File: config.mk
export PLATFORM = sky130hd
export DESIGN_NAME = axis_to_axi4_wr
export DESIGN_NICKNAME = d
export VERILOG_FILES = /design/src/common/axi_pkg.sv /design/src/common/burst_pkg.sv /design/src/axis_to_axi4_wr/axis_to_axi4_wr.sv /design/src/axis_to_axi4_wr/burst_planner.sv /design/src/axis_to_axi4_wr/resp_tracker.sv /design/src/axis_to_axi4_wr/wdata_sequencer.sv /design/src/hdl/beat_fifo.sv
export SDC_FILE = /design/constraint.sdc
export NUM_CORES = 2
export LEC_CHECK = 0
export BUFFER_PORTS_ARGS = -buffer_cell sky130_fd_sc_hd__buf_2
export CAP_MARGIN = 20
export CORE_MARGIN = 1
export CORE_UTILIZATION = 60
export DETAILED_ROUTE_END_ITERATION = 6
export PLACE_DENSITY = 0.77
export SLEW_MARGIN = 40
export SYNTH_ARGS = -nofsm -noshare
export SYNTH_HDL_FRONTEND = slang
export SYNTH_SLANG_ARGS = --single-unit
export TNS_END_PERCENT = 5
File: constraint.sdc
create_clock -name axi_wr -period 5.69 [get_ports axi_wr]
set_clock_uncertainty 0.2 [all_clocks]
set_input_delay 0.569 -clock axi_wr [delete_from_list [all_inputs] [get_ports axi_wr]]
set_output_delay 0.569 -clock axi_wr [all_outputs]
set_load 0.02 [all_outputs]
File: src/common/axi_pkg.sv
/*
 * AXI4 write bus widths and response codes.
 * Data beats are always full width; narrow transfers are not supported.
 * Byte addresses are 19 bits and wrap at the top of that space.
 */
package axi_pkg;

    // address and data path
    localparam int AXI_ADDR_W = 19;            // byte address width
    localparam int AXI_DATA_W = 32;            // write data width
    localparam int AXI_BYTES  = AXI_DATA_W / 8; // bytes per beat, 4

    // burst control fields
    localparam int AXI_LEN_W  = 8;             // awlen field width
    localparam int AXI_ID_W   = 1;             // awid width, id is always 0

    // write response codes on bresp
    localparam logic [1:0] RESP_OKAY = 2'b00;  // anything else is an error

endpackage

File: src/common/burst_pkg.sv
/*
 * Burst sizing for the stream to AXI4 write bridge.
 * MAX_BURST and FIFO_DEPTH must be powers of two.
 * CNT_W must hold FIFO_DEPTH, since the unassigned count never exceeds it.
 */
package burst_pkg;

    localparam int MAX_BURST  = 16;            // beats per burst, upper bound
    localparam int PAGE_BYTES = 4096;          // no burst crosses this boundary
    localparam int FIFO_DEPTH = 64;            // stream words held in the buffer
    localparam int MAX_OUTST  = 4;             // bursts issued but not yet answered

    // counter widths
    localparam int CNT_W      = 7;             // holds 0..FIFO_DEPTH
    localparam int BLEN_W     = $clog2(MAX_BURST + 1); // holds 1..MAX_BURST
    localparam int OUTST_W    = $clog2(MAX_OUTST + 1); // holds 0..MAX_OUTST

endpackage

File: src/axis_to_axi4_wr/axis_to_axi4_wr.sv
/*
 * AXI4-Stream to AXI4 write bridge, single clock axi_wr.
 * Full-width INCR bursts only; wstrb is all ones and awid is 0.
 * Load the base address with addr_load while the bridge holds no pending words.
 */
`timescale 1ns/1ps

module axis_to_axi4_wr (
    input  logic                           axi_wr,
    input  logic                           rst,
    input  logic                           s_valid,
    input  logic [axi_pkg::AXI_DATA_W-1:0] s_data,
    input  logic                           s_last,
    output logic                           s_ready,
    input  logic                           addr_load,
    input  logic [axi_pkg::AXI_ADDR_W-1:0] addr,
    output logic                           awvalid,
    input  logic                           awready,
    output logic [axi_pkg::AXI_ADDR_W-1:0] awaddr,
    output logic [axi_pkg::AXI_LEN_W-1:0]  awlen,
    output logic [axi_pkg::AXI_ID_W-1:0]   awid,
    output logic [2:0]                     awsize,
    output logic                           wvalid,
    input  logic                           wready,
    output logic [axi_pkg::AXI_DATA_W-1:0] wdata,
    output logic [axi_pkg::AXI_BYTES-1:0]  wstrb,
    output logic                           wlast,
    input  logic                           bvalid,
    output logic                           bready,
    input  logic [1:0]                     bresp,
    output logic                           err,
    output logic                           idle
);
    import axi_pkg::*;
    import burst_pkg::*;

    logic                  accept_en;
    logic                  push;
    logic                  pop;
    logic [AXI_DATA_W-1:0] fifo_data;
    logic                  fifo_valid;
    logic                  can_issue;
    logic                  aw_fire;
    logic                  burst_push;
    logic [BLEN_W-1:0]     burst_len;

    assign push    = s_valid && s_ready;
    assign aw_fire = awvalid && awready;
    assign awid    = '0;
    assign awsize  = 3'($clog2(AXI_BYTES));  // full-width beats
    assign wstrb   = '1;

    beat_fifo u_fifo (
        .clk(axi_wr), .rst(rst), .s_valid(s_valid), .s_data(s_data),
        .accept_en(accept_en), .s_ready(s_ready), .pop(pop),
        .fifo_data(fifo_data), .fifo_valid(fifo_valid)
    );

    burst_planner u_planner (
        .clk(axi_wr), .rst(rst), .push(push), .s_last(s_last),
        .addr_load(addr_load), .addr(addr), .can_issue(can_issue),
        .accept_en(accept_en), .awvalid(awvalid), .awready(awready),
        .awaddr(awaddr), .awlen(awlen), .burst_push(burst_push), .burst_len(burst_len)
    );

    wdata_sequencer u_wseq (
        .clk(axi_wr), .rst(rst), .burst_push(burst_push), .burst_len(burst_len),
        .fifo_valid(fifo_valid), .fifo_data(fifo_data), .pop(pop),
        .wvalid(wvalid), .wready(wready), .wdata(wdata), .wlast(wlast)
    );

    resp_tracker u_resp (
        .clk(axi_wr), .rst(rst), .aw_fire(aw_fire), .bvalid(bvalid), .bresp(bresp),
        .bready(bready), .can_issue(can_issue), .err(err), .idle(idle)
    );

endmodule

File: src/axis_to_axi4_wr/burst_planner.sv
/*
 * Groups accepted stream words into AXI4 INCR bursts and drives the AW channel.
 * Bursts are capped at MAX_BURST beats and never cross a PAGE_BYTES boundary.
 * After a word with s_last, intake stalls until that packet is fully assigned.
 * addr must be beat aligned and only loads while no words are unassigned.
 */
`timescale 1ns/1ps

module burst_planner (
    input  logic                           clk,
    input  logic                           rst,
    input  logic                           push,
    input  logic                           s_last,
    input  logic                           addr_load,
    input  logic [axi_pkg::AXI_ADDR_W-1:0] addr,
    input  logic                           can_issue,
    output logic                           accept_en,
    output logic                           awvalid,
    input  logic                           awready,
    output logic [axi_pkg::AXI_ADDR_W-1:0] awaddr,
    output logic [axi_pkg::AXI_LEN_W-1:0]  awlen,
    output logic                           burst_push,
    output logic [burst_pkg::BLEN_W-1:0]   burst_len
);
    import axi_pkg::*;
    import burst_pkg::*;

    localparam int BYTE_W     = $clog2(AXI_BYTES);
    localparam int PAGE_W     = $clog2(PAGE_BYTES);
    localparam int ROOM_W     = PAGE_W - BYTE_W + 1;
    localparam int PAGE_WORDS = PAGE_BYTES / AXI_BYTES;

    logic [CNT_W-1:0]      pend;        // accepted words not yet in a burst
    logic                  flush;       // a packet end is waiting to be flushed
    logic                  flush_next;
    logic [AXI_ADDR_W-1:0] ptr;         // address of the next unassigned word
    logic [ROOM_W-1:0]     page_room;   // words left before the page boundary
    logic [BLEN_W-1:0]     cap_len;     // min of MAX_BURST and page room
    logic [BLEN_W-1:0]     blen;        // candidate burst length
    logic                  issue;

    always_comb begin
        page_room = ROOM_W'(PAGE_WORDS) - {1'b0, ptr[PAGE_W-1:BYTE_W]};
        if (page_room < ROOM_W'(MAX_BURST)) begin
            cap_len = page_room[BLEN_W-1:0];
        end else begin
            cap_len = BLEN_W'(MAX_BURST);
        end
        // while flushing, intake is stalled, so every pending word belongs to the packet
        if (pend < CNT_W'(cap_len)) begin
            blen = pend[BLEN_W-1:0];
        end else begin
            blen = cap_len;
        end
    end

    // full-size bursts normally, any nonzero size when flushing
    assign issue = !awvalid && can_issue && (flush ? (pend != '0) : (blen == cap_len));

    always_comb begin
        if (push && s_last) begin
            flush_next = 1'b1;
        end else if (issue && flush && (CNT_W'(blen) == pend)) begin
            flush_next = 1'b0;                  // packet fully assigned
        end else begin
            flush_next = flush;
        end
    end

    always_ff @(posedge clk) begin
        if (rst) begin
            pend       <= '0;
            flush      <= 1'b0;
            accept_en  <= 1'b0;
            awvalid    <= 1'b0;
            burst_push <= 1'b0;
            ptr        <= '0;
        end else begin
            pend       <= pend + CNT_W'(push) - (issue ? CNT_W'(blen) : CNT_W'(0));
            flush      <= flush_next;
            accept_en  <= !flush_next;
            burst_push <= issue;                // one pulse, same cycle awvalid rises
            if (issue) begin
                awvalid <= 1'b1;
            end else if (awready) begin
                awvalid <= 1'b0;                // handshake done
            end
            if (addr_load && (pend == '0)) begin
                ptr <= addr;
            end else if (issue) begin
                ptr <= ptr + (AXI_ADDR_W'(blen) << BYTE_W); // wraps at 19 bits
            end
        end
    end

    // AW payload, stable until the handshake
    always_ff @(posedge clk) begin
        if (issue) begin
            awaddr    <= ptr;
            awlen     <= AXI_LEN_W'(blen) - AXI_LEN_W'(1);
            burst_len <= blen;
        end
    end

endmodule

File: src/axis_to_axi4_wr/resp_tracker.sv
/*
 * Counts bursts between AW handshake and write response.
 * bready is tied high; err is sticky until reset.
 */
`timescale 1ns/1ps

module resp_tracker (
    input  logic       clk,
    input  logic       rst,
    input  logic       aw_fire,
    input  logic       bvalid,
    input  logic [1:0] bresp,
    output logic       bready,
    output logic       can_issue,
    output logic       err,
    output logic       idle
);
    import axi_pkg::*;
    import burst_pkg::*;

    logic [OUTST_W-1:0] outst;      // bursts awaiting a response
    logic               b_fire;

    assign bready    = 1'b1;
    assign b_fire    = bvalid && bready;
    assign can_issue = (outst < OUTST_W'(MAX_OUTST));
    assign idle      = (outst == '0);

    always_ff @(posedge clk) begin
        if (rst) begin
            outst <= '0;
            err   <= 1'b0;
        end else begin
            case ({aw_fire, b_fire})
                2'b10:   outst <= outst + 1'b1;
                2'b01:   outst <= outst - 1'b1;
                default: outst <= outst;
            endcase
            if (b_fire && (bresp != RESP_OKAY)) begin
                err <= 1'b1;                // slverr or decerr
            end
        end
    end

endmodule

File: src/axis_to_axi4_wr/wdata_sequencer.sv
/*
 * Moves buffered words onto the W channel, one burst after another.
 * Queue depth MAX_OUTST is enough as long as the slave answers a burst
 * only after its last W beat. W beats may lead the AW handshake.
 */
`timescale 1ns/1ps

module wdata_sequencer (
    input  logic                           clk,
    input  logic                           rst,
    input  logic                           burst_push,
    input  logic [burst_pkg::BLEN_W-1:0]   burst_len,
    input  logic                           fifo_valid,
    input  logic [axi_pkg::AXI_DATA_W-1:0] fifo_data,
    output logic                           pop,
    output logic                           wvalid,
    input  logic                           wready,
    output logic [axi_pkg::AXI_DATA_W-1:0] wdata,
    output logic                           wlast
);
    import burst_pkg::*;

    localparam int QPTR_W = $clog2(MAX_OUTST);

    logic [BLEN_W-1:0]  len_q [MAX_OUTST];  // burst lengths in issue order
    logic [QPTR_W-1:0]  q_wr;
    logic [QPTR_W-1:0]  q_rd;
    logic [OUTST_W-1:0] q_cnt;
    logic [BLEN_W-1:0]  beat_cnt;           // beats sent in the head burst
    logic [BLEN_W-1:0]  head_len;
    logic               w_fire;
    logic               burst_done;

    assign head_len   = len_q[q_rd];
    assign wvalid     = (q_cnt != '0) && fifo_valid;
    assign wdata      = fifo_data;
    assign wlast      = (BLEN_W'(beat_cnt + 1'b1) == head_len);
    assign w_fire     = wvalid && wready;
    assign pop        = w_fire;             // fifo head advances per beat
    assign burst_done = w_fire && wlast;

    always_ff @(posedge clk) begin
        if (burst_push) begin
            len_q[q_wr] <= burst_len;
        end
    end

    always_ff @(posedge clk) begin
        if (rst) begin
            q_wr     <= '0;
            q_rd     <= '0;
            q_cnt    <= '0;
            beat_cnt <= '0;
        end else begin
            if (burst_push) begin
                q_wr <= q_wr + 1'b1;
            end
            if (burst_done) begin
                q_rd     <= q_rd + 1'b1;
                beat_cnt <= '0;
            end else if (w_fire) begin
                beat_cnt <= beat_cnt + 1'b1;
            end
            case ({burst_push, burst_done})
                2'b10:   q_cnt <= q_cnt + 1'b1;
                2'b01:   q_cnt <= q_cnt - 1'b1;
                default: q_cnt <= q_cnt;
            endcase
        end
    end

endmodule

File: src/hdl/beat_fifo.sv
/*
 * Stream word buffer with first-word-fall-through output.
 * s_ready combines not-full with the planner's accept_en.
 * Depth must be a power of two; pop is ignored while empty.
 */
`timescale 1ns/1ps

module beat_fifo (
    input  logic                           clk,
    input  logic                           rst,
    input  logic                           s_valid,
    input  logic [axi_pkg::AXI_DATA_W-1:0] s_data,
    input  logic                           accept_en,
    output logic                           s_ready,
    input  logic                           pop,
    output logic [axi_pkg::AXI_DATA_W-1:0] fifo_data,
    output logic                           fifo_valid
);
    import axi_pkg::*;
    import burst_pkg::*;

    localparam int PTR_W = $clog2(FIFO_DEPTH);

    logic [AXI_DATA_W-1:0] mem [FIFO_DEPTH];
    logic [PTR_W-1:0]      wr_ptr;
    logic [PTR_W-1:0]      rd_ptr;
    logic [CNT_W-1:0]      count;
    logic                  full;
    logic                  push_en;
    logic                  pop_en;

    assign full       = (count == CNT_W'(FIFO_DEPTH));
    assign s_ready    = !full && accept_en;
    assign push_en    = s_valid && s_ready;     // stream handshake
    assign fifo_valid = (count != '0);
    assign pop_en     = pop && fifo_valid;
    assign fifo_data  = mem[rd_ptr];            // head word shows without a read cycle

    // storage, written on every accepted word
    always_ff @(posedge clk) begin
        if (push_en) begin
            mem[wr_ptr] <= s_data;
        end
    end

    always_ff @(posedge clk) begin
        if (rst) begin
            wr_ptr <= '0;
            rd_ptr <= '0;
            count  <= '0;
        end else begin
            if (push_en) begin
                wr_ptr <= wr_ptr + 1'b1;        // wraps at depth
            end
            if (pop_en) begin
                rd_ptr <= rd_ptr + 1'b1;
            end
            case ({push_en, pop_en})
                2'b10:   count <= count + 1'b1;
                2'b01:   count <= count - 1'b1;
                default: count <= count;        // both or neither
            endcase
        end
    end

endmodule

==> impl_metrics.tcl <==
set metrics [dict create \
    max_stage_delay_ns 0.47 \
    finalCritPeriodShare_pct 90.58 \
    cap_violations 0 \
    synth_compound_area_share_pct 0.9436 \
    io_buffers 125 \
    cp_cell_sequence "inv_1, ha_1, nor3b_2, mux2_2, nor3_1, inv_1, ha_1, a21o_1, a21oi_2, o21ai_2, a311o_1, nand2_2, nor2_1, ha_1, inv_1, ha_1, fa_1, a21o_1, a21oi_1, o21bai_1, a21oi_1, xnor2_1, nor2_1" \
    multiInputGateArea_sq_mm 0.01898 \
    postRouteAntennaNets 0 \
    wl_um 226400 \
    synth_area_leaders "edfxtp_1 (75%), mux4_2 (18%), dfxtp_1 (1.7%), nor2_1 (0.60%), ha_1 (0.57%)" \
    cts_buffers 204 \
    row_count 136 \
    setup_viol 0 \
    globalRouteOverflowTotal 0 \
    synth_fa_ha_area_share_pct 0.6857 \
    synthSimpleGateAreaFrac_pct 1.623 \
    cts-root-buf "clkbuf_16" \
    num_io_pins 135 \
    synth_seq_cells 2171 \
    cpLargestDelayFamily "compound AO/OA/AOI/OAI gates" \
    p_per_area_mw_per_mm2 361.0 \
    die_area_sq_mm 0.1414 \
    rr_endpoint "u_planner.pend[6]" \
    synth.area.mux_share_pct 18.26 \
    via_count 42000 \
    slew_viol_final 0 \
    stdcell_area_sq_mm 0.09522 \
    worst-path-buf-inv 3 \
    crit_end "u_planner.pend[6]" \
    rsz0062_at_grt "false" \
    drt_first_pass_iters 6 \
    slew_headroom_pct 37.89 \
    grt_pass1_wl_um 317000 \
    synth_top_family_by_area "multiplexers" \
    syn_inst 3582 \
    core_sq_mm 0.1382 \
    final_layout_size_suffix_gt1_share_pct 32.55 \
    cts_tree "done" \
    yosysTopAreaCell "edfxtp_1" \
    hpwl_um 116900 \
    fmax_mhz 194.0 \
    worstMarginPinSlew_ns 0.9294 \
    cpMaxStageDelayCell "fa_1" \
    power_frac_seq_pct 52.6 \
    grtUsageMet3_pct 8.233 \
    status "complete, no violations" \
    combPwrFrac_pct 8.3 \
    clock_path_buffers 3 \
    whs_ns 0.01489 \
    busiest_layer "met2" \
    power.leakage_nw 28.86 \
    fin_nets 4002 \
    hp-class "primary input to flop" \
    cp_common_cell "ha_1" \
    async_flop_share_pct 0 \
    hold_violations 0 \
    peakVddDrop_uv 393.2 \
    cp_data_required_time_ns 6.19 \
    syn2layout_area_growth_pct 13.44 \
    seq_area_sq_mm 0.06448 \
    htreeDepth 4 \
    die_x_um 376.0 \
    fin_ws_ns 0.5361 \
    reg2reg_slack_ns 0.54 \
    post_cts_buffers 0 \
    grt_max_degree 108 \
    clk_pin_slew_ns 0.06 \
    place.gp.congestion 0.8369 \
    synth_area_sq_mm 0.08394 \
    n_fill_cell 7988 \
    crit_type "flop to flop" \
    avgSynthCellArea_sq_um 23.43 \
    drc 0 \
    synth_edf_count 2098 \
    p_clk_share_pct 39.1 \
    critical_path.max_fanout 8 \
    dpl_cell_area_sq_mm 0.08844 \
    detail_route.wl_per_cell_um 38.13 \
    r2r-start "u_planner.ptr[2]" \
    synthXorXnorAreaFrac_pct 0.4740 \
    reg2regPathDepth 23 \
    synth_top_area_share_pct 75.05 \
    grtUsageMet2_pct 51.87 \
    arrival_ns 5.66 \
    insertion_delay_ns 0.85 \
    drtIter0Drc 6770 \
    grt_use_met1_pct 43.29 \
    fin_setup_tns_ns 0 \
    synth_warnings 0 \
    synthFlopType "edfxtp_1" \
    min_period_ns 5.154 \
    crit_path_end_kind "flop" \
    dieHeight_um 376.0 \
    gr-usage-all-layers_pct 32.64 \
    place_ws_ns 0.4569 \
    path_depth 23 \
    intPower_w 0.02647 \
    swShare_pct 22.99 \
    cts_sinks 2171 \
    grt_pass1_vias 42640 \
    crit_start "u_planner.ptr[2]" \
    worstSetupStartpointType "flop" \
    synth_cell_types 73 \
    initial_core_util_pct 60.75 \
    antenna_found_initial 12 \
    net-switching-power_w 0.007904 \
    ys_seq_area_share_pct 76.80 \
    via_per_inst 7.073 \
]
==> cell usage in the layout (no fill, tap or decap), types with 10 or more instances in the layout <==
cell,synthesis,final
edfxtp_1,2098,2098
mux4_2,672,672
clkbuf_16,0,207
buf_4,12,115
buf_2,56,93
nor2_1,134,70
dfxtp_1,73,67
nor2_4,0,64
nand2_1,51,51
clkinv_1,0,47
clkbuf_1,103,45
inv_1,42,42
clkinv_2,0,39
buf_12,0,39
ha_1,38,38
a21oi_1,32,31
xnor2_1,26,26
dlygate4sd3_1,0,24
nand3_1,26,23
o21ai_0,17,17
bufinv_16,0,17
xor2_1,15,15
nor3_1,11,11
mux2i_1,11,11
and2_1,10,10
buf_16,0,10
==> per-stage QoR <==
| step | total power, W | utilization, % | std cells |
|---|---|---|---|
| CTS | 0.03446 | 68.88 | 5929 |
| floorplan | 0.02031 | - | 3589 |
| finish | 0.03438 | 68.92 | 5938 |
| global route | 0.03525 | 68.90 | 5930 |
| detailed placement | 0.02121 | 64.00 | 5530 |
| global placement | 0.02115 | 63.67 | 5513 |
==> synth_stat cells (4+ instances only) <==
cell type / count
and2_1: 10
xnor2_1: 26
buf_4: 12
and3_1: 8
nand2_1: 51
mux2_2: 7
or4_1: 5
nand3_1: 26
nor2_1: 134
dfxtp_1: 73
buf_2: 56
a21o_1: 7
o21ai_0: 17
xor2_1: 15
o21ai_1: 6
ha_1: 38
edfxtp_1: 2098
or3_1: 4
mux2i_1: 11
a21oi_1: 32
mux4_2: 672
a32oi_1: 4
inv_1: 42
a311oi_1: 8
clkbuf_1: 103
nor4_1: 8
fa_1: 5
buf_1: 14
o31ai_1: 4
nor2b_1: 9
nor3_1: 11
nand4_1: 8
==> worst min-delay path by stage <==
| stage | from | end | slack, ns | cells after the start |
|---|---|---|---|---|
| detailed placement | u_planner.ptr[1] | u_planner.awaddr[1] | 0.22 | 0 |
| floorplan | u_planner.ptr[0] | u_planner.awaddr[0] | 0.21 | 0 |
| finish | s_valid | u_fifo.wr_ptr[1] | 0.01 | 4 |
| CTS | s_valid | u_fifo.wr_ptr[1] | 0.006 | 4 |
| global placement | u_planner.ptr[1] | u_planner.awaddr[1] | 0.22 | 0 |
| global route | s_data[20] | u_fifo.mem[11][20] | 0.03 | 1 |
==> flip-flops by register name (all words and copies together), names as in the netlist, 2 cells and up, named ones only <==
register             flops
u_fifo.rd_ptr            6
u_wseq.q_rd              2
u_fifo.count             7
u_planner.burst_len      5
u_wseq.q_wr              2
u_wseq.q_cnt             3
u_planner.awaddr        19
u_fifo.wr_ptr            6
u_wseq.len_q            20
u_planner.awlen          6
u_fifo.mem            2048
u_planner.ptr           19
u_wseq.beat_cnt          5
u_resp.outst             3
u_planner.pend           7
==> area by class of cell <==
cell class	instances	share of cell area, %
Antenna cell	8	0.02102
Clock buffer	252	5.617
Clock inverter	123	1.201
Inverter	44	0.1734
Multi-Input combinational cell	1187	19.94
Sequential cell	2171	67.72
Tap cell	1863	2.448
Timing Repair Buffer	290	2.887
==> tightest hold or removal path: cells and delay by family <==
| kind | cells | cell delay [ns] |
|---|---|---|
| AND/OR/NAND/NOR | 2 | 0.31 |
| AO/OA/AOI/OAI | 1 | 0.06 |
| buffers and inverters | 1 | 0.08 |
==> per-layer routing <==
metal / part of all wire (%) / up-vias / wire, um
li1: - / 15880 / -
met1: 34 / 21940 / 77320
met4: 4.9 / 10 / 11140
met3: 12 / 638 / 27770
met5: 0.023 / - / 53
met2: 49 / 3540 / 110100
==> power groups by stage <==
stage / clock, W / sequential, W / combinational, W
floorplan: 0 / 0.0185 / 0.00183
global placement: 0 / 0.0184 / 0.00273
detailed placement: 0 / 0.0184 / 0.00279
CTS: 0.0135 / 0.0181 / 0.00285
global route: 0.0141 / 0.0181 / 0.00307
finish: 0.0134 / 0.0181 / 0.00284
==> timing repair <==
action                                 CTS  global route
endpoints found under the hold margin   27             0
gates resized for setup                  0             1
hold buffers                            24             0
setup endpoints to repair                0             1
==> cells by family after synthesis <==
| group | Yosys count |
|---|---|
| other | 2 |
| AO/OA/AOI/OAI | 110 |
| AND/OR/NAND/NOR | 292 |
| multiplexers | 690 |
| adder cells (fa/ha/maj) | 43 |
| XOR/XNOR | 43 |
| flip-flops | 2171 |
| buffers and inverters | 231 |
Power figures use the tool's default switching activity.
